[src/flux_drive_pkg.sv]
`default_nettype none

package flux_drive_pkg;

    // ====================
    // Widths
    // ====================
    typedef logic [6:0]  track_t;       // Head track 0..79
    typedef logic [16:0] bit_pos_t;     // Bit index within track
    typedef logic [13:0] byte_addr_t;   // Byte address in track buffer
    typedef logic [5:0]  cell_timer_t;  // Bit-cell countdown
    typedef logic [3:0]  sense_reg_t;   // {head_sel, latched_reg}

    // ====================
    // Geometry and timing
    // ====================
    localparam track_t      MAX_TRACK        = 7'd79;  // 80 tracks on a 3.5" disk
    localparam cell_timer_t BIT_CELL_CYCLES  = 6'd28;  // 2 us cell at 14 MHz
    localparam logic [1:0]  SPINUP_ROTATIONS = 2'd2;   // Rotations before ready

    // Sony command codes, head_sel low
    localparam sense_reg_t CMD_DIR_IN    = 4'd0;  // Step toward higher tracks
    localparam sense_reg_t CMD_MOTOR_ON  = 4'd2;
    localparam sense_reg_t CMD_DIR_OUT   = 4'd4;  // Step toward track 0
    localparam sense_reg_t CMD_MOTOR_OFF = 4'd6;

    // ====================
    // Structs
    // ====================
    typedef struct packed {
        logic disk_mounted;
        logic disk_wp;      // 1 = protected
    } drive_cfg_t;

    typedef struct packed {
        logic step_dir;       // 1 = toward track 0
        logic sony_motor_on;  // Motor state from Sony commands
    } cmd_state_t;

    typedef struct packed {
        logic motor_spinning;
        logic drive_ready;
    } spin_state_t;

    // Wishbone classic, read only
    typedef struct packed {
        logic       cyc;
        logic       stb;
        byte_addr_t adr;
    } wb_req_t;

    typedef struct packed {
        logic       ack;
        logic [7:0] dat;
    } wb_rsp_t;

    // ====================
    // State machines
    // ====================
    typedef enum logic [1:0] {SPIN_STOPPED, SPIN_UP, SPIN_READY} spindle_state_e;
    typedef enum logic {FETCH_IDLE, FETCH_WAIT} fetch_state_e;

endpackage

`default_nettype wire

[src/sony_cmd_decode.sv]
`timescale 1ns/100ps
`default_nettype none

module sony_cmd_decode (
    input  wire                        CLK_14M,
    input  wire                        RESET,
    input  wire [3:0]                  phases,       // PH3 is the command strobe
    input  wire [2:0]                  latched_reg,
    input  wire                        head_sel,
    input  flux_drive_pkg::drive_cfg_t cfg,
    output flux_drive_pkg::cmd_state_t cmd
);

    logic                       strobe_q;     // Previous PH3 level
    logic                       strobe_edge;
    flux_drive_pkg::sense_reg_t cmd_reg;
    flux_drive_pkg::cmd_state_t cmd_q;

    assign strobe_edge = phases[3] & ~strobe_q;  // Rising edge on PH3
    assign cmd_reg     = {head_sel, latched_reg}; // Side 1 pushes codes to 8..15

    // ====================
    // Strobe and command registers
    // ====================
    always_ff @(posedge CLK_14M or posedge RESET) begin
        if (RESET) begin
            strobe_q <= 1'b0;
            cmd_q    <= '0;  // Toward higher tracks, motor off
        end else begin
            strobe_q <= phases[3];
            if (strobe_edge) begin
                case (cmd_reg)
                    flux_drive_pkg::CMD_DIR_IN:    cmd_q.step_dir <= 1'b0;
                    flux_drive_pkg::CMD_DIR_OUT:   cmd_q.step_dir <= 1'b1;
                    flux_drive_pkg::CMD_MOTOR_ON: begin
                        // No spindle without a disk in place
                        if (cfg.disk_mounted)
                            cmd_q.sony_motor_on <= 1'b1;
                    end
                    flux_drive_pkg::CMD_MOTOR_OFF: cmd_q.sony_motor_on <= 1'b0;
                    default: ;  // Other codes and side 1 do nothing
                endcase
            end
        end
    end

    assign cmd = cmd_q;

    // Command state only moves on a strobe edge
    property p_cmd_on_strobe;
        @(posedge CLK_14M) disable iff (RESET)
        !strobe_edge |=> $stable(cmd_q);
    endproperty

    a_cmd_on_strobe: assert property (p_cmd_on_strobe)
        else $error("cmd changed without a strobe edge");

endmodule

`default_nettype wire

[src/head_stepper.sv]
`timescale 1ns/100ps
`default_nettype none

module head_stepper (
    input  wire                         CLK_14M,
    input  wire                         RESET,
    input  wire [3:0]                   phases,  // CA0 = direction, CA1 = step
    input  flux_drive_pkg::spin_state_t spin,
    output flux_drive_pkg::track_t      track
);

    logic                   ca1_q;    // Previous CA1 level
    logic                   step_now;
    flux_drive_pkg::track_t track_q;

    // Falling CA1 steps, only with the motor turning
    assign step_now = ca1_q & ~phases[1] & spin.motor_spinning;

    always_ff @(posedge CLK_14M or posedge RESET) begin
        if (RESET) begin
            ca1_q   <= 1'b0;
            track_q <= '0;
        end else begin
            ca1_q <= phases[1];
            if (step_now) begin
                if (phases[0]) begin
                    if (track_q < flux_drive_pkg::MAX_TRACK)
                        track_q <= track_q + 7'd1;  // Inward
                end else if (track_q != '0) begin
                    track_q <= track_q - 7'd1;      // Outward, stop at 0
                end
            end
        end
    end

    assign track = track_q;

    // Head stays on the disk and moves one track at a time
    property p_track_step;
        @(posedge CLK_14M) disable iff (RESET)
        1'b1 |=> (track_q <= flux_drive_pkg::MAX_TRACK) &&
                 ((track_q == $past(track_q)) ||
                  (track_q == $past(track_q) + 7'd1) ||
                  (track_q == $past(track_q) - 7'd1));
    endproperty

    a_track_step: assert property (p_track_step)
        else $error("track out of range or jumped");

endmodule

`default_nettype wire

[src/disk_spindle.sv]
`timescale 1ns/100ps
`default_nettype none

module disk_spindle (
    input  wire                         CLK_14M,
    input  wire                         RESET,
    input  wire                         sw_motor_on,
    input  flux_drive_pkg::cmd_state_t  cmd,
    input  flux_drive_pkg::drive_cfg_t  cfg,
    input  flux_drive_pkg::bit_pos_t    track_bit_count,
    input  wire                         track_loaded,
    output flux_drive_pkg::wb_req_t     wb_req,
    input  flux_drive_pkg::wb_rsp_t     wb_rsp,
    output flux_drive_pkg::spin_state_t spin,
    output wire                         flux
);

    flux_drive_pkg::spindle_state_e spin_state;
    flux_drive_pkg::fetch_state_e   fetch_state;
    flux_drive_pkg::wb_req_t        req_q;
    flux_drive_pkg::bit_pos_t       bit_pos, next_pos;
    flux_drive_pkg::cell_timer_t    timer;
    flux_drive_pkg::byte_addr_t     want_adr;
    logic        motor_q;
    logic [1:0]  rot_cnt;           // Wraps seen during spin-up
    logic [17:0] pos_inc;
    logic [7:0]  cur_byte, nxt_byte; // Byte in use, prefetched byte
    logic        cur_valid, nxt_valid;
    logic        cell_first;        // First cycle of a cell
    logic        last_bit, need_fetch, fill;
    logic        start_first, cell_end, advance_bit, load_cur, rot_tick;

    // ====================
    // Rotation decode
    // ====================
    assign pos_inc  = {1'b0, bit_pos} + 18'd1;
    assign next_pos = (pos_inc >= {1'b0, track_bit_count}) ? '0 : pos_inc[16:0];
    assign last_bit = (next_pos[2:0] == 3'd0);  // Also true at the track wrap

    // Byte 0 at start, else the byte after the current one
    assign want_adr   = cur_valid ? next_pos[16:3] : bit_pos[16:3];
    assign need_fetch = motor_q & ~nxt_valid & (~cur_valid | last_bit);
    assign fill       = (fetch_state == flux_drive_pkg::FETCH_WAIT) & wb_rsp.ack &
                        need_fetch & (req_q.adr == want_adr);  // Drop stale reads

    assign start_first = motor_q & ~cur_valid & nxt_valid & track_loaded;
    assign cell_end    = motor_q & cur_valid & track_loaded & (timer == 6'd1);
    assign advance_bit = cell_end & (~last_bit | nxt_valid);  // Late byte stalls here
    assign load_cur    = start_first | (advance_bit & last_bit);
    assign rot_tick    = advance_bit & (next_pos == '0);

    // Motor and spin-up FSM
    always_ff @(posedge CLK_14M or posedge RESET) begin
        if (RESET) begin
            motor_q    <= 1'b0;
            spin_state <= flux_drive_pkg::SPIN_STOPPED;
            rot_cnt    <= 2'd0;
        end else begin
            motor_q <= sw_motor_on | cmd.sony_motor_on;
            if (!motor_q) begin
                spin_state <= flux_drive_pkg::SPIN_STOPPED;  // Ready drops here
                rot_cnt    <= 2'd0;
            end else begin
                case (spin_state)
                    flux_drive_pkg::SPIN_STOPPED:
                        if (cfg.disk_mounted)
                            spin_state <= flux_drive_pkg::SPIN_UP;
                    flux_drive_pkg::SPIN_UP:
                        if (rot_tick) begin
                            if (rot_cnt == flux_drive_pkg::SPINUP_ROTATIONS - 2'd1)
                                spin_state <= flux_drive_pkg::SPIN_READY;
                            else
                                rot_cnt <= rot_cnt + 2'd1;
                        end
                    default: ;  // Ready until the motor stops
                endcase
            end
        end
    end

    // Cell timer and bit position
    always_ff @(posedge CLK_14M or posedge RESET) begin
        if (RESET) begin
            bit_pos    <= '0;
            timer      <= flux_drive_pkg::BIT_CELL_CYCLES;
            cur_valid  <= 1'b0;
            nxt_valid  <= 1'b0;
            cell_first <= 1'b0;
        end else if (!motor_q) begin
            bit_pos    <= '0;  // Rotation restarts at bit 0
            timer      <= flux_drive_pkg::BIT_CELL_CYCLES;
            cur_valid  <= 1'b0;
            nxt_valid  <= 1'b0;
            cell_first <= 1'b0;
        end else begin
            cell_first <= start_first | advance_bit;
            if (fill)
                nxt_valid <= 1'b1;
            else if (load_cur)
                nxt_valid <= 1'b0;
            if (start_first) begin
                cur_valid <= 1'b1;
                timer     <= flux_drive_pkg::BIT_CELL_CYCLES;
            end else if (advance_bit) begin
                bit_pos <= next_pos;
                timer   <= flux_drive_pkg::BIT_CELL_CYCLES;
            end else if (cur_valid && track_loaded && timer != 6'd1) begin
                timer <= timer - 6'd1;
            end
        end
    end

    // Track bytes
    always_ff @(posedge CLK_14M) begin
        if (fill)
            nxt_byte <= wb_rsp.dat;
        if (load_cur)
            cur_byte <= nxt_byte;
    end

    // Wishbone fetch FSM, one read at a time
    always_ff @(posedge CLK_14M or posedge RESET) begin
        if (RESET) begin
            fetch_state <= flux_drive_pkg::FETCH_IDLE;
            req_q       <= '0;
        end else begin
            case (fetch_state)
                flux_drive_pkg::FETCH_IDLE:
                    if (need_fetch) begin
                        req_q.cyc   <= 1'b1;
                        req_q.stb   <= 1'b1;
                        req_q.adr   <= want_adr;
                        fetch_state <= flux_drive_pkg::FETCH_WAIT;
                    end
                default:
                    if (wb_rsp.ack) begin  // Bus drops the cycle after ack
                        req_q.cyc   <= 1'b0;
                        req_q.stb   <= 1'b0;
                        fetch_state <= flux_drive_pkg::FETCH_IDLE;
                    end
            endcase
        end
    end

    assign wb_req = req_q;
    assign spin   = '{motor_spinning: motor_q,
                      drive_ready:    spin_state == flux_drive_pkg::SPIN_READY};
    // MSB first within the byte
    assign flux   = cell_first & cur_byte[3'd7 - bit_pos[2:0]] & spin.drive_ready & motor_q;

    a_stb_cyc: assert property (@(posedge CLK_14M) disable iff (RESET)
        wb_req.stb |-> wb_req.cyc)
        else $error("stb without cyc");

    a_adr_hold: assert property (@(posedge CLK_14M) disable iff (RESET)
        (wb_req.stb && !wb_rsp.ack) |=> (wb_req.stb && $stable(wb_req.adr)))
        else $error("adr or stb moved while a read waits");

    a_flux_ready: assert property (@(posedge CLK_14M) disable iff (RESET)
        flux |-> spin.drive_ready)
        else $error("flux before drive ready");

endmodule

`default_nettype wire

[src/status_sense.sv]
`timescale 1ns/100ps
`default_nettype none

module status_sense (
    input  wire                         head_sel,
    input  wire [2:0]                   latched_reg,
    input  flux_drive_pkg::cmd_state_t  cmd,
    input  flux_drive_pkg::spin_state_t spin,
    input  flux_drive_pkg::track_t      track,
    input  flux_drive_pkg::drive_cfg_t  cfg,
    output logic                        sense
);

    flux_drive_pkg::sense_reg_t status_reg;

    assign status_reg = {head_sel, latched_reg};

    // Most lines are active low
    always_comb begin
        case (status_reg)
            4'h0: sense = cmd.step_dir;         // Step direction
            4'h1: sense = 1'b1;                 // Step done
            4'h2: sense = ~cmd.sony_motor_on;   // Motor, 0 = on
            4'h3: sense = 1'b1;                 // No disk change
            4'h4: sense = 1'b0;
            4'h5: sense = 1'b0;                 // Not MFM capable
            4'h6: sense = 1'b1;                 // Double sided
            4'h7: sense = 1'b0;                 // Drive present
            4'h8: sense = ~cfg.disk_mounted;    // Disk in place
            4'h9: sense = ~cfg.disk_wp;         // 0 = protected
            4'hA: sense = (track != '0);        // 0 at track 0
            4'hB: sense = 1'b1;                 // Tach
            4'hC: sense = 1'b0;
            4'hD: sense = 1'b0;                 // GCR mode
            4'hE: sense = ~spin.drive_ready;    // 0 = ready
            default: sense = 1'b1;              // 800K interface
        endcase
    end

endmodule

`default_nettype wire

[src/flux_drive_top.sv]
`timescale 1ns/100ps
`default_nettype none

module flux_drive_top (
    input  wire                         CLK_14M,
    input  wire                         RESET,
    input  wire [3:0]                   phases,
    input  wire [2:0]                   latched_reg,
    input  wire                         head_sel,
    input  wire                         sw_motor_on,
    input  flux_drive_pkg::drive_cfg_t  cfg,
    input  flux_drive_pkg::bit_pos_t    track_bit_count,
    input  wire                         track_loaded,
    input  flux_drive_pkg::wb_rsp_t     wb_rsp,
    output flux_drive_pkg::wb_req_t     wb_req,
    output wire                         flux,
    output wire                         sense,
    output flux_drive_pkg::track_t      track,
    output wire                         motor_spinning,
    output wire                         drive_ready
);

    flux_drive_pkg::cmd_state_t  cmd;   // Decode to spindle and sense
    flux_drive_pkg::spin_state_t spin;  // Spindle to stepper and sense

    // ====================
    // Stages
    // ====================
    sony_cmd_decode u_cmd (
        .CLK_14M    (CLK_14M),
        .RESET      (RESET),
        .phases     (phases),
        .latched_reg(latched_reg),
        .head_sel   (head_sel),
        .cfg        (cfg),
        .cmd        (cmd)
    );

    head_stepper u_step (
        .CLK_14M(CLK_14M),
        .RESET  (RESET),
        .phases (phases),
        .spin   (spin),
        .track  (track)
    );

    disk_spindle u_spindle (
        .CLK_14M        (CLK_14M),
        .RESET          (RESET),
        .sw_motor_on    (sw_motor_on),
        .cmd            (cmd),
        .cfg            (cfg),
        .track_bit_count(track_bit_count),
        .track_loaded   (track_loaded),
        .wb_req         (wb_req),
        .wb_rsp         (wb_rsp),
        .spin           (spin),
        .flux           (flux)
    );

    status_sense u_sense (
        .head_sel   (head_sel),
        .latched_reg(latched_reg),
        .cmd        (cmd),
        .spin       (spin),
        .track      (track),
        .cfg        (cfg),
        .sense      (sense)
    );

    assign motor_spinning = spin.motor_spinning;
    assign drive_ready    = spin.drive_ready;

endmodule

`default_nettype wire

[config.mk]
export PLATFORM = sky130hd
export DESIGN_NAME = flux_drive_top
export DESIGN_NICKNAME = d
export VERILOG_FILES = /design/src/flux_drive_pkg.sv /design/src/sony_cmd_decode.sv /design/src/head_stepper.sv /design/src/disk_spindle.sv /design/src/status_sense.sv /design/src/flux_drive_top.sv
export SDC_FILE = /design/constraint.sdc
export NUM_CORES = 1
export LEC_CHECK = 0
export ABC_AREA = 0
export CAP_MARGIN = 20
export CORE_UTILIZATION = 65
export DETAILED_ROUTE_END_ITERATION = 8
export DONT_BUFFER_PORTS = 1
export PLACE_DENSITY = 0.9
export SLEW_MARGIN = 20
export SYNTH_ARGS = -nofsm -noshare
export SYNTH_HDL_FRONTEND = slang
export SYNTH_SLANG_ARGS = --single-unit
[constraint.sdc]
create_clock -name CLK_14M -period 5.5 [get_ports CLK_14M]
set_input_delay 0.275 -clock CLK_14M [delete_from_list [all_inputs] [get_ports CLK_14M]]
set_output_delay 0.275 -clock CLK_14M [all_outputs]
set_load 0.02 [all_outputs]
### Word-level counts from Yosys, hierarchy flattened

Cells that the tools add are included.

* add/sub/neg operators: 6
* order comparisons: 3
* eq/ne operators: 32
* multiplexer cells: 39
* bitwise gates (word level): 35
* reduce and logical (&&, ||, !) cells: 20

Operator list (count)
* 2-to-1 mux 17 bit: 4
* equality test 4 bit, second input constant: 6
* 2-to-1 mux 6 bit: 4
* 2-to-1 mux 7 bit: 3
* bitwise AND 1 bit: 20
* 2-to-1 mux 2 bit: 10
* adder 17 x 1 -> 18 bit, second input constant: 1
* greater-or-equal comparator 18 x 17 -> 1 bit: 1
* zero test 17 bit: 1
* equality test 4 x 3 -> 1 bit, second input constant: 4
* 2-to-1 mux 16 bit: 1
* inequality test 2 bit, second input constant: 8
* inequality test 3 bit, second input constant: 5
* equality test 14 bit: 1
* 2-to-1 mux 14 bit: 1
* 2-to-1 mux 1 bit: 11
* inverter 1 bit: 10
* AND reduction 3 bit: 3
* AND reduction 2 bit: 4
* nonzero test 2 bit: 4
* adder 7 x 1 -> 7 bit, second input constant: 1
* less-than comparator 7 bit, second input constant: 1
* one-hot mux 1 bit (7 select lines): 1
* nonzero test 7 bit: 1
* 22 further kinds: 29

* register bits after elaboration: 75
* output and inout port bits: 27
* word-level logic and storage cells: 154

### Depth between registers and ports, before layout

Gate-level depths: netlist of the first run.

* depth after elaboration: 12
* mapped depth: 17
* depth with buffers taken out: 14

### By module

From an unflattened synthesis of the first run, not the netlist that was laid out.

* cells, all modules: 570
* area total of the unflattened synthesis: 5165.0 um2

Modules (own cells, without submodules)
* disk_spindle: instances 1, cells each 491, area each 4364.2 um2, sequential area each 1660.3 um2
* head_stepper: instances 1, cells each 56, area each 569.3 um2, sequential area each 200.2 um2
* sony_cmd_decode: instances 1, cells each 9, area each 133.9 um2, sequential area each 75.1 um2
* status_sense: instances 1, cells each 14, area each 97.6 um2, sequential area each 0.0 um2

### Least setup slack after synthesis of the first run

No wires, ideal clock.

* path kind: reg2reg
* from: reg u_spindle.bit_pos[0]
* to: reg u_spindle.nxt_byte[0], enable pin
* library setup time: 0.395 ns
* data arrival time: 4.108 ns
* data required time: 5.105 ns
* slack: 0.997 ns
* stages on the path, launching flop included: 14
* buffers on the path: 1
* cell sequence: dfrtp_1 > buf_2 > nand3_2 > nor4_1 > xor2_1 > ha_1 > a211oi_1 > o21bai_1 > a2111oi_2 > o21a_1 > nand3_1 > o31ai_2 > nand3b_1 > nor4bb_1

* cells in the longest elaborated chain, start to end: 8
* elaborated cells between the ends (all ways): 10

Ends and longest elaborated chain
* start: declaration: line disk_spindle.sv:21 `flux_drive_pkg::bit_pos_t bit_pos, next_pos;`
* start signal: assignment: line disk_spindle.sv:105 `bit_pos <= next_pos;`
* adder 17 x 1 -> 18 bit *: line disk_spindle.sv:36 `assign pos_inc = {1'b0, bit_pos} + 18'd1;`
* greater-or-equal comparator 18 x 17 -> 1 bit: line disk_spindle.sv:37 `assign next_pos = (pos_inc >= {1'b0, track_bit_count}) ? '0 : pos_inc[16:0];`
* 2-to-1 mux 17 bit *: line disk_spindle.sv:37
* zero test 3 bit: line disk_spindle.sv:38 `assign last_bit = (next_pos[2:0] == 3'd0);`
* OR 1 bit: line disk_spindle.sv:42 `assign need_fetch = motor_q & ~nxt_valid & (~cur_valid | last_bit);`
* bitwise AND 1 bit: line disk_spindle.sv:42
* bitwise AND 1 bit: line disk_spindle.sv:43 `assign fill = (fetch_state == flux_drive_pkg::FETCH_WAIT) & wb_rsp.ack &`
* bitwise AND 1 bit *: line disk_spindle.sv:44 `need_fetch & (req_q.adr == want_adr);`
* net u_spindle.fill: line disk_spindle.sv:30 `logic last_bit, need_fetch, fill;`
* end signal: assignment: line disk_spindle.sv:116 `nxt_byte <= wb_rsp.dat;`
* end: declaration: line disk_spindle.sv:27 `logic [7:0] cur_byte, nxt_byte;`

Mark *: on every way through the listed nets, which the timed path passes. The rest lies on a longest branch.
A chain may end at the register's enable or synchronous reset.

### Final worst setup path of the first run

* from: reg u_spindle.bit_pos[0]
* to: reg u_spindle.nxt_byte[2], enable pin

Same word-level chain as after synthesis.

==> results of run 1 <==
## what timing repair did
| item | CTS | global route |
|---|---|---|
| resized for setup | 0 | 0 |
| endpoints found under the hold margin | 2 | 5 |
| hold buffers | 2 | 5 |
## area by class of cell
class,count,share of cell area (%)
clock buffers,9,2.18
clock inverters,7,1.45
inverters,49,3.24
multi-input cells,444,53.3
flip-flops and latches,74,34.1
well taps,102,2.25
repair buffers,24,3.48
## cell usage after synthesis, drive strengths merged (4+ instances only)
master	instances
a31oi	11
xnor2	16
mux2	6
or2	4
nor3	15
mux2i	11
ha	26
nor2	29
xor2	14
nand3	32
o21ai	38
nand2b	6
a21o	6
a211oi	8
buf	16
and3	6
or4	5
inv	47
a221oi	5
nand4	16
nor4	12
o31ai	10
clkbuf	16
o21bai	6
a21oi	30
nor2b	7
o21a	5
nand2	57
dfrtp	55
o22ai	6
and4	9
edfxtp	16
## power by group through the flow
stage | Clock (mW) | Sequential, mW | Combinational (mW)
finish | 0.461 | 0.770 | 0.415
global route | 0.481 | 0.775 | 0.448
CTS | 0.456 | 0.765 | 0.386
detailed placement | 0 | 0.776 | 0.382
global placement | 0 | 0.771 | 0.363
floorplan | 0 | 0.742 | 0.302
## metal layers
| layer | part of all wire (%) | GRT usage [%] | up-vias |
|---|---|---|---|
| li1 | - | - | 2220 |
| met1 | 38 | 51.1 | 2451 |
| met2 | 46 | 65.3 | 389 |
| met3 | 9.9 | 8.29 | 91 |
| met4 | 5.8 | 21.9 | 0 |
| met5 | 0 | 0 | - |
## logic make-up (layout without fill, tap and decap cells)
family / count (synthesis) / count (layout) / share of synthesized area, %
flops: 74 / 74 / 36.5
buf+inv: 81 / 89 / 6.42
mux: 19 / 19 / 4.20
simple gates: 212 / 212 / 21.8
fa+ha+maj: 27 / 27 / 6.52
xor+xnor: 30 / 30 / 4.96
compound gates: 156 / 156 / 19.6
## worst paths after layout
path,start,to,slack [ns],cells past startpoint
max in group asynchronous,RESET,u_spindle.bit_pos[6]$_DFFE_PP0P_,4.97,2
min reg2reg,u_spindle.nxt_byte[2]$_DFFE_PP_,u_spindle.cur_byte[2]$_DFFE_PP_,0.43,0
max reg2reg,u_spindle.bit_pos[0]$_DFFE_PP0P_,u_spindle.nxt_byte[2]$_DFFE_PP_,0.39,16
max,u_spindle.bit_pos[0]$_DFFE_PP0P_,u_spindle.nxt_byte[2]$_DFFE_PP_,0.39,16
min,wb_rsp[6],u_spindle.nxt_byte[6]$_DFFE_PP_,0.01,0
min in group asynchronous,RESET,u_spindle.wb_req[9]$_DFFE_PP0P_,0.02,2
## metrics by stage
step	total power [mW]	area [µm²]	hold slack, ns	worst slack [ns]	utilization (%)
finish	1.65	5680	0.00986	0.394	72.8
global route	1.70	5680	-0.00956	0.0637	72.8
global placement	1.13	5400	0.307	0.724	69.2
floorplan	1.04	5300	0.306	0.997	-
CTS	1.61	5630	0.00240	0.559	72.1
detailed placement	1.16	5400	0.307	0.607	69.2
==> out/qor.txt, run 1 <==
CP top delay family - simple AND/OR/NAND/NOR gates
Netlist Area Pre-Place - 5300 µm²
Layout area overhead - 7.20%
most flop-heavy register - u_spindle.bit_pos
Multi-input gate area - 3030 µm²
num ports - 67
leak pwr - 2.45 nW
number of instances in the placed design - 686
Power per Cell Area - 290 nW/µm²
remaining antenna violation count after routing - 0
TritonRoute pass-1 iters - 5
height of the chip - 92.3 µm
drt via density - 7.27
highest-count cells in the layout ignoring fill and taps - nand2_1 (56), dfrtp_1 (55), inv_1 (46)
per-cell routed wire length - 24.3 µm
Ys Warns - 0
Inserted Diodes - 0
max FFs per register - 17
post-synthesis sequential area ratio - 36.5%
Clock Skew - 0.0137 ns
H-tree lvl count - 3
total setup buffers inserted after CTS - 0
first-pass GRT wire length - 25600 µm
WL final - 17200 µm
final worst-path cycle share - 92.8%
Starting DRT DRC Count - 695
commonest non-fill, non-tap cell in the layout - nand2_1
Final Hold Vio Count - 0
fraction of registers with async set/reset - 78.4%
# clock sinks - 74
clk_lat worst skew - 0.36 ns
fill count - 542
global route overflow - 0
crit start category - flop
largest net degree at the start of global routing - 59
HP Class - input pin to flop
maximum clock rate - 0.196 GHz
EDFF count, synth - 16
Yosys top cell by area - dfrtp_1
register clock-pin slew on the reported worst setup and hold paths - 0.09 ns
Tot GR Track Use - 40.4%
Horiz. Die Dim - 92.3 µm
worst-case vdd ir drop - 0.271 mV
Final Critical Period - 5.11 ns
DIE AREA - 8520 µm²
WP data arrival - 5.18 ns
total negative slack - 0 ns
PortBufs - 0
CTS Buffer Depth - 2
Flop pwr share - 46.8%
max_cap viols - 0
gp weighted congestion - 1.01
DR vias - 5151
Mapped Cells - 599
status - finished, final reports clean
register cell area after layout - 1940 µm²
switching power of the nets - 642 µW
post-DP HPWL - 12100 µm
CORE AREA - 7810 µm²
slew margin rel. - 29.1%
clock share of power - 28.0%
share of cells above drive strength 1 - 10.7%
Worst EP required - 5.57 ns
Synth area leaders - dfrtp_1 (26%), edfxtp_1 (9.1%), ha_1 (6.1%), nand2_1 (4.0%), inv_1 (3.3%)
Final nets - 669
Comb power frac - 25.2%
final setup violating endpoints - 0
syn_nets - 666
num rows - 32
switch share - 39.0%
Slowest-stage cell, CP - dfrtp_1
Worst setup EP type - flop
Post-synth top flop - dfrtp_1
Root Driver - clkbuf_8
crit path cell chain - ha_1 > nand4_1 > nor3_1 > xnor2_1 > inv_1 > ha_1 > a211oi_1 > nor2_1 > o311ai_1 > buf_4 > o21a_1 > nand3_1 > o31ai_2 > nand3b_1 > nor4bb_2 > buf_4
CP bufs+invs - 3
max incr delay on CP - 0.55 ns
CTS tree - yes
register bit count reported by yosys - 74
Starting Density - 67.9%
vias in the first global route - 4836
Crit Path Class - flop to flop
# DRC - 0
share of the synthesized area in the top cell type - 26.0%
actual slew at the worst max-slew pin - 1.06 ns
RSZ-0062 raised after global routing - false
CP max FO - 9
Post-Layout Cell Count - 709
antenna violations before repair - 0
Max Slew Vio Count - 0
Avg Cell Area, Syn - 8.85 µm²
P_int - 1.00 mW
cts bufs inserted - 9
Synth cell types - 78
Power figures use the tool's default switching activity.
==> inputs of run 2 (changes only) <==
--- a/config.mk
+++ b/config.mk
@@ -7,6 +7,7 @@
 export LEC_CHECK = 0
 export ABC_AREA = 0
 export CAP_MARGIN = 20
+export CORE_MARGIN = 2
 export CORE_UTILIZATION = 65
 export DETAILED_ROUTE_END_ITERATION = 8
 export DONT_BUFFER_PORTS = 1
==> out/qor.txt, run 2 (synthesis gave the netlist of run 1 again) <==
status - finished, final reports clean
gp weighted congestion - 1.00
CORE AREA - 7810 µm²
Multi-input gate area - 3030 µm²
clk_lat worst skew - 0.35 ns
Worst EP required - 5.56 ns
WP data arrival - 4.92 ns
PortBufs - 0
num rows - 32
RSZ-0062 raised after global routing - false
global route overflow - 0
hold_ws - 0.0134 ns
final setup violating endpoints - 0
number of instances in the placed design - 689
remaining antenna violation count after routing - 0
Layout area overhead - 6.94%
commonest non-fill, non-tap cell in the layout - nand2_1
most used cell, CP - buf_4
register clock-pin slew on the reported worst setup and hold paths - 0.09 ns
Starting DRT DRC Count - 395
Crit Path Class - flop to flop
maximum clock rate - 0.206 GHz
post-DP HPWL - 12000 µm
Max Slew Vio Count - 0
Setup Slack @ Placement - 0.817 ns
WL final - 16300 µm
register cell area after layout - 1940 µm²
cts bufs inserted - 9
height of the chip - 94.3 µm
Clock Skew - 0.00892 ns
crit path cell chain - nand3_2 > nor4_1 > xor2_1 > ha_1 > a21o_1 > o311ai_1 > buf_4 > o21a_1 > nand3_1 > o31ai_2 > nand3b_1 > nor4bb_2 > buf_4
post-cts sizing count - 0
Root Driver - clkbuf_8
final worst-path cycle share - 88.2%
CTS tree - yes
Power per Cell Area - 282 nW/µm²
max FFs per register - 17
total negative slack - 0 ns
num ports - 67
Inserted Diodes - 0
crit start category - flop
# DRC - 0
area post-placement - 5430 µm²
Final Worst Setup Slack - 0.647 ns
drt via density - 6.94
Starting Density - 67.9%
# clock sinks - 74
actual slew at the worst max-slew pin - 1.09 ns
Power, Total - 1.60 mW
Final Critical Period - 4.85 ns
worst-case vdd ir drop - 0.255 mV
highest-count cells in the layout ignoring fill and taps - nand2_1 (56), dfrtp_1 (55), inv_1 (46)
largest net degree at the start of global routing - 59
per-cell routed wire length - 23.0 µm
Slowest-stage cell, CP - dfrtp_1
vias in the first global route - 4840
Final nets - 669
max_cap viols - 0
max incr delay on CP - 0.57 ns
Final Util - 72.6%
CTS Buffer Depth - 2
first-pass GRT wire length - 25800 µm
fill count - 572
share of cells above drive strength 1 - 11.0%
antenna violations before repair - 0
leak pwr - 2.46 nW
DR vias - 4919
HP Class - input pin to flop
CP max FO - 10
fin area - 5670 µm²
DIE AREA - 8890 µm²
total setup buffers inserted after CTS - 0
Worst setup EP type - flop
Horiz. Die Dim - 94.3 µm
slew margin rel. - 26.9%
Tot GR Track Use - 39.1%
hold-fix buffer count after cts - 4
most flop-heavy register - u_spindle.bit_pos
Post-Layout Cell Count - 709
Final Hold Vio Count - 0
H-tree lvl count - 3
TritonRoute pass-1 iters - 5
==> run 2: path summary, 6_finish.rpt <==
check                                                        to  cells after the start  slack (ns)                             start
worst max register to register  u_spindle.nxt_byte[2]$_DFFE_PP_                     13        0.65  u_spindle.bit_pos[2]$_DFFE_PP0P_
worst min-delay path            u_spindle.nxt_byte[3]$_DFFE_PP_                      0        0.01                         wb_rsp[3]
worst min register to register  u_spindle.cur_byte[2]$_DFFE_PP_                      0        0.42   u_spindle.nxt_byte[2]$_DFFE_PP_
max in group asynchronous              u_cmd.strobe_q$_DFF_PP0_                      2        4.97                             RESET
worst max-delay path            u_spindle.nxt_byte[2]$_DFFE_PP_                     13        0.65  u_spindle.bit_pos[2]$_DFFE_PP0P_
min in group asynchronous           u_step.track[0]$_DFFE_PP0P_                      2        0.02                             RESET
==> run 2: cell type report <==
class                   instances  share of cell area, %
inverters                      49                   3.25
multi-input cells             444                   53.5
clock buffers                   9                   2.19
flip-flops and latches         74                   34.2
well taps                     102                   2.25
repair buffers                 24                   3.36
clock inverters                 7                   1.35
==> run 2: worst max-delay path, delay by kind of cell, from the launching register on <==
kind | cells | cell delay [ns]
compound gates | 4 | 1.06
xor+xnor | 1 | 0.54
fa+ha+maj | 1 | 0.38
buf+inv | 2 | 0.43
flops | 1 | 0.57
simple gates | 5 | 1.58
==> run 2: per-layer routing <==
layer,GRT usage [%],vias to the layer above,part of all wire (%)
met5,0,-,0
met4,14.6,0,3.7
li1,-,2205,-
met3,9.55,54,10
met2,63.7,351,48
met1,50.7,2309,38
==> run 2: report_power, final <==
group          total [mW]  internal [mW]  switching, mW
clock               0.438          0.213          0.225
combinational       0.392          0.162          0.229
sequential          0.770          0.618          0.152
total                1.60          0.993          0.606
==> inputs of run 3 (changes only) <==
--- a/config.mk
+++ b/config.mk
@@ -6,11 +6,11 @@
 export NUM_CORES = 1
 export LEC_CHECK = 0
 export ABC_AREA = 0
+export BUFFER_PORTS_ARGS = -buffer_cell sky130_fd_sc_hd__buf_2
 export CAP_MARGIN = 20
 export CORE_MARGIN = 2
-export CORE_UTILIZATION = 65
+export CORE_UTILIZATION = 59
 export DETAILED_ROUTE_END_ITERATION = 8
-export DONT_BUFFER_PORTS = 1
 export PLACE_DENSITY = 0.9
 export SLEW_MARGIN = 20
 export SYNTH_ARGS = -nofsm -noshare
==> out/qor.txt, run 3 (synthesis gave the netlist of run 1 again) <==
status - finished, final reports clean
crit path cell chain - nand2_2 > nor4_1 > xor2_1 > ha_1 > a211oi_1 > o21bai_1 > a2111oi_2 > o21a_1 > nand3_1 > o31ai_2 > nand3b_1 > nor4bb_1 > buf_4
highest-count cells in the layout ignoring fill and taps - buf_2 (65), nand2_1 (56), dfrtp_1 (55)
leak pwr - 2.72 nW
post-DP HPWL - 12300 µm
Root Driver - clkbuf_8
max incr delay on CP - 0.63 ns
clk_lat worst skew - 0.36 ns
hold-fix buffer count after cts - 0
max_cap viols - 0
Multi-input gate area - 3020 µm²
Max Slew Vio Count - 0
crit start category - flop
most flop-heavy register - u_spindle.bit_pos
RSZ-0062 raised after global routing - false
CORE AREA - 8720 µm²
gp weighted congestion - 0.999
Layout area overhead - 12.7%
Hold Path Stages - 1
Clock Skew - 0.00928 ns
CP max FO - 9
drt via density - 6.66
vias in the first global route - 4944
WL final - 16400 µm
# clock sinks - 74
Starting DRT DRC Count - 552
Tot GR Track Use - 34.1%
maximum clock rate - 0.193 GHz
fill count - 712
commonest non-fill, non-tap cell in the layout - buf_2
final worst-path cycle share - 94.2%
Starting Density - 60.8%
DR vias - 5163
total setup buffers inserted after CTS - 0
H-tree lvl count - 3
slew margin rel. - 35.1%
CP top delay family - compound AO/OA/AOI/OAI gates
Setup Slack @ Placement - 0.490 ns
register clock-pin slew on the reported worst setup and hold paths - 0.08 ns
height of the chip - 98.8 µm
Worst EP required - 5.57 ns
HP Class - input pin to flop
antenna violations before repair - 0
Slowest-stage cell, CP - a2111oi_2
Crit Path Class - flop to flop
worst-case vdd ir drop - 0.344 mV
post-cts sizing count - 0
actual slew at the worst max-slew pin - 0.966 ns
DIE AREA - 9760 µm²
Final Hold Vio Count - 0
TritonRoute pass-1 iters - 5
Horiz. Die Dim - 98.8 µm
Worst setup EP type - flop
Power per Cell Area - 285 nW/µm²
share of cells above drive strength 1 - 19.5%
# DRC - 0
register cell area after layout - 1940 µm²
remaining antenna violation count after routing - 0
PortBufs - 65
first-pass GRT wire length - 25900 µm
Worst path depth - 13
CTS tree - yes
max FFs per register - 17
Final nets - 729
num rows - 34
largest net degree at the start of global routing - 59
Final Critical Period - 5.18 ns
CTS Buffer Depth - 2
global route overflow - 0
CP bufs+invs - 1
WP data arrival - 5.25 ns
total negative slack - 0 ns
num ports - 67
per-cell routed wire length - 21.2 µm
R2R depth - 13
cts bufs inserted - 9
Final Worst Setup Slack - 0.321 ns
Inserted Diodes - 0
final setup violating endpoints - 0
==> run 3: per-layer routing <==
layer | vias to the layer above | track usage, % | wire length, µm
li1 | 2346 | - | -
met1 | 2425 | 45.4 | 6420
met2 | 332 | 55.6 | 7730
met3 | 60 | 5.74 | 1590
met4 | 0 | 13.9 | 694
met5 | - | 0 | 0
==> run 3: area by class of cell <==
| type | count | area share [%] |
|---|---|---|
| multi-input cells | 444 | 50.6 |
| clock buffers | 9 | 2.07 |
| inverters | 49 | 3.08 |
| well taps | 108 | 2.26 |
| repair buffers | 84 | 7.84 |
| flip-flops and latches | 74 | 32.4 |
| clock inverters | 7 | 1.70 |
==> run 3: worst paths after layout <==
kind / start / end / slack, ns
worst max-delay path: u_spindle.bit_pos[3]$_DFFE_PP0P_ / u_spindle.nxt_byte[0]$_DFFE_PP_ / 0.32
worst min-delay path: phases[1] / u_step.ca1_q$_DFF_PP0_ / 0.03
worst max register to register: u_spindle.bit_pos[3]$_DFFE_PP0P_ / u_spindle.nxt_byte[0]$_DFFE_PP_ / 0.32
worst min register to register: u_spindle.nxt_byte[7]$_DFFE_PP_ / u_spindle.cur_byte[7]$_DFFE_PP_ / 0.42
max in group asynchronous: RESET / u_spindle.cur_valid$_DFFE_PP0P_ / 4.89
min in group asynchronous: RESET / u_spindle.wb_req[12]$_DFFE_PP0P_ / 0.11
==> run 3: stage by stage <==
| stage | utilization, % | std cells | hold slack, ns | instance area (µm²) | power [mW] |
|---|---|---|---|---|---|
| after floorplan | - | 599 | 0.306 | 5300 | 1.04 |
| after global placement | 65.9 | 759 | 0.397 | 5750 | 1.20 |
| after detailed placement | 65.9 | 759 | 0.398 | 5750 | 1.22 |
| after CTS | 68.5 | 775 | 0.0280 | 5970 | 1.70 |
| after global routing | 68.5 | 775 | 0.0289 | 5970 | 1.78 |
| final | 68.5 | 775 | 0.0326 | 5970 | 1.70 |
==> run 3: power by group <==
part	leakage (nW)	total (mW)	switching (mW)	internal, mW
combinational	1.71	0.514	0.306	0.209
clock	0.113	0.482	0.222	0.260
sequential	0.902	0.703	0.0828	0.620
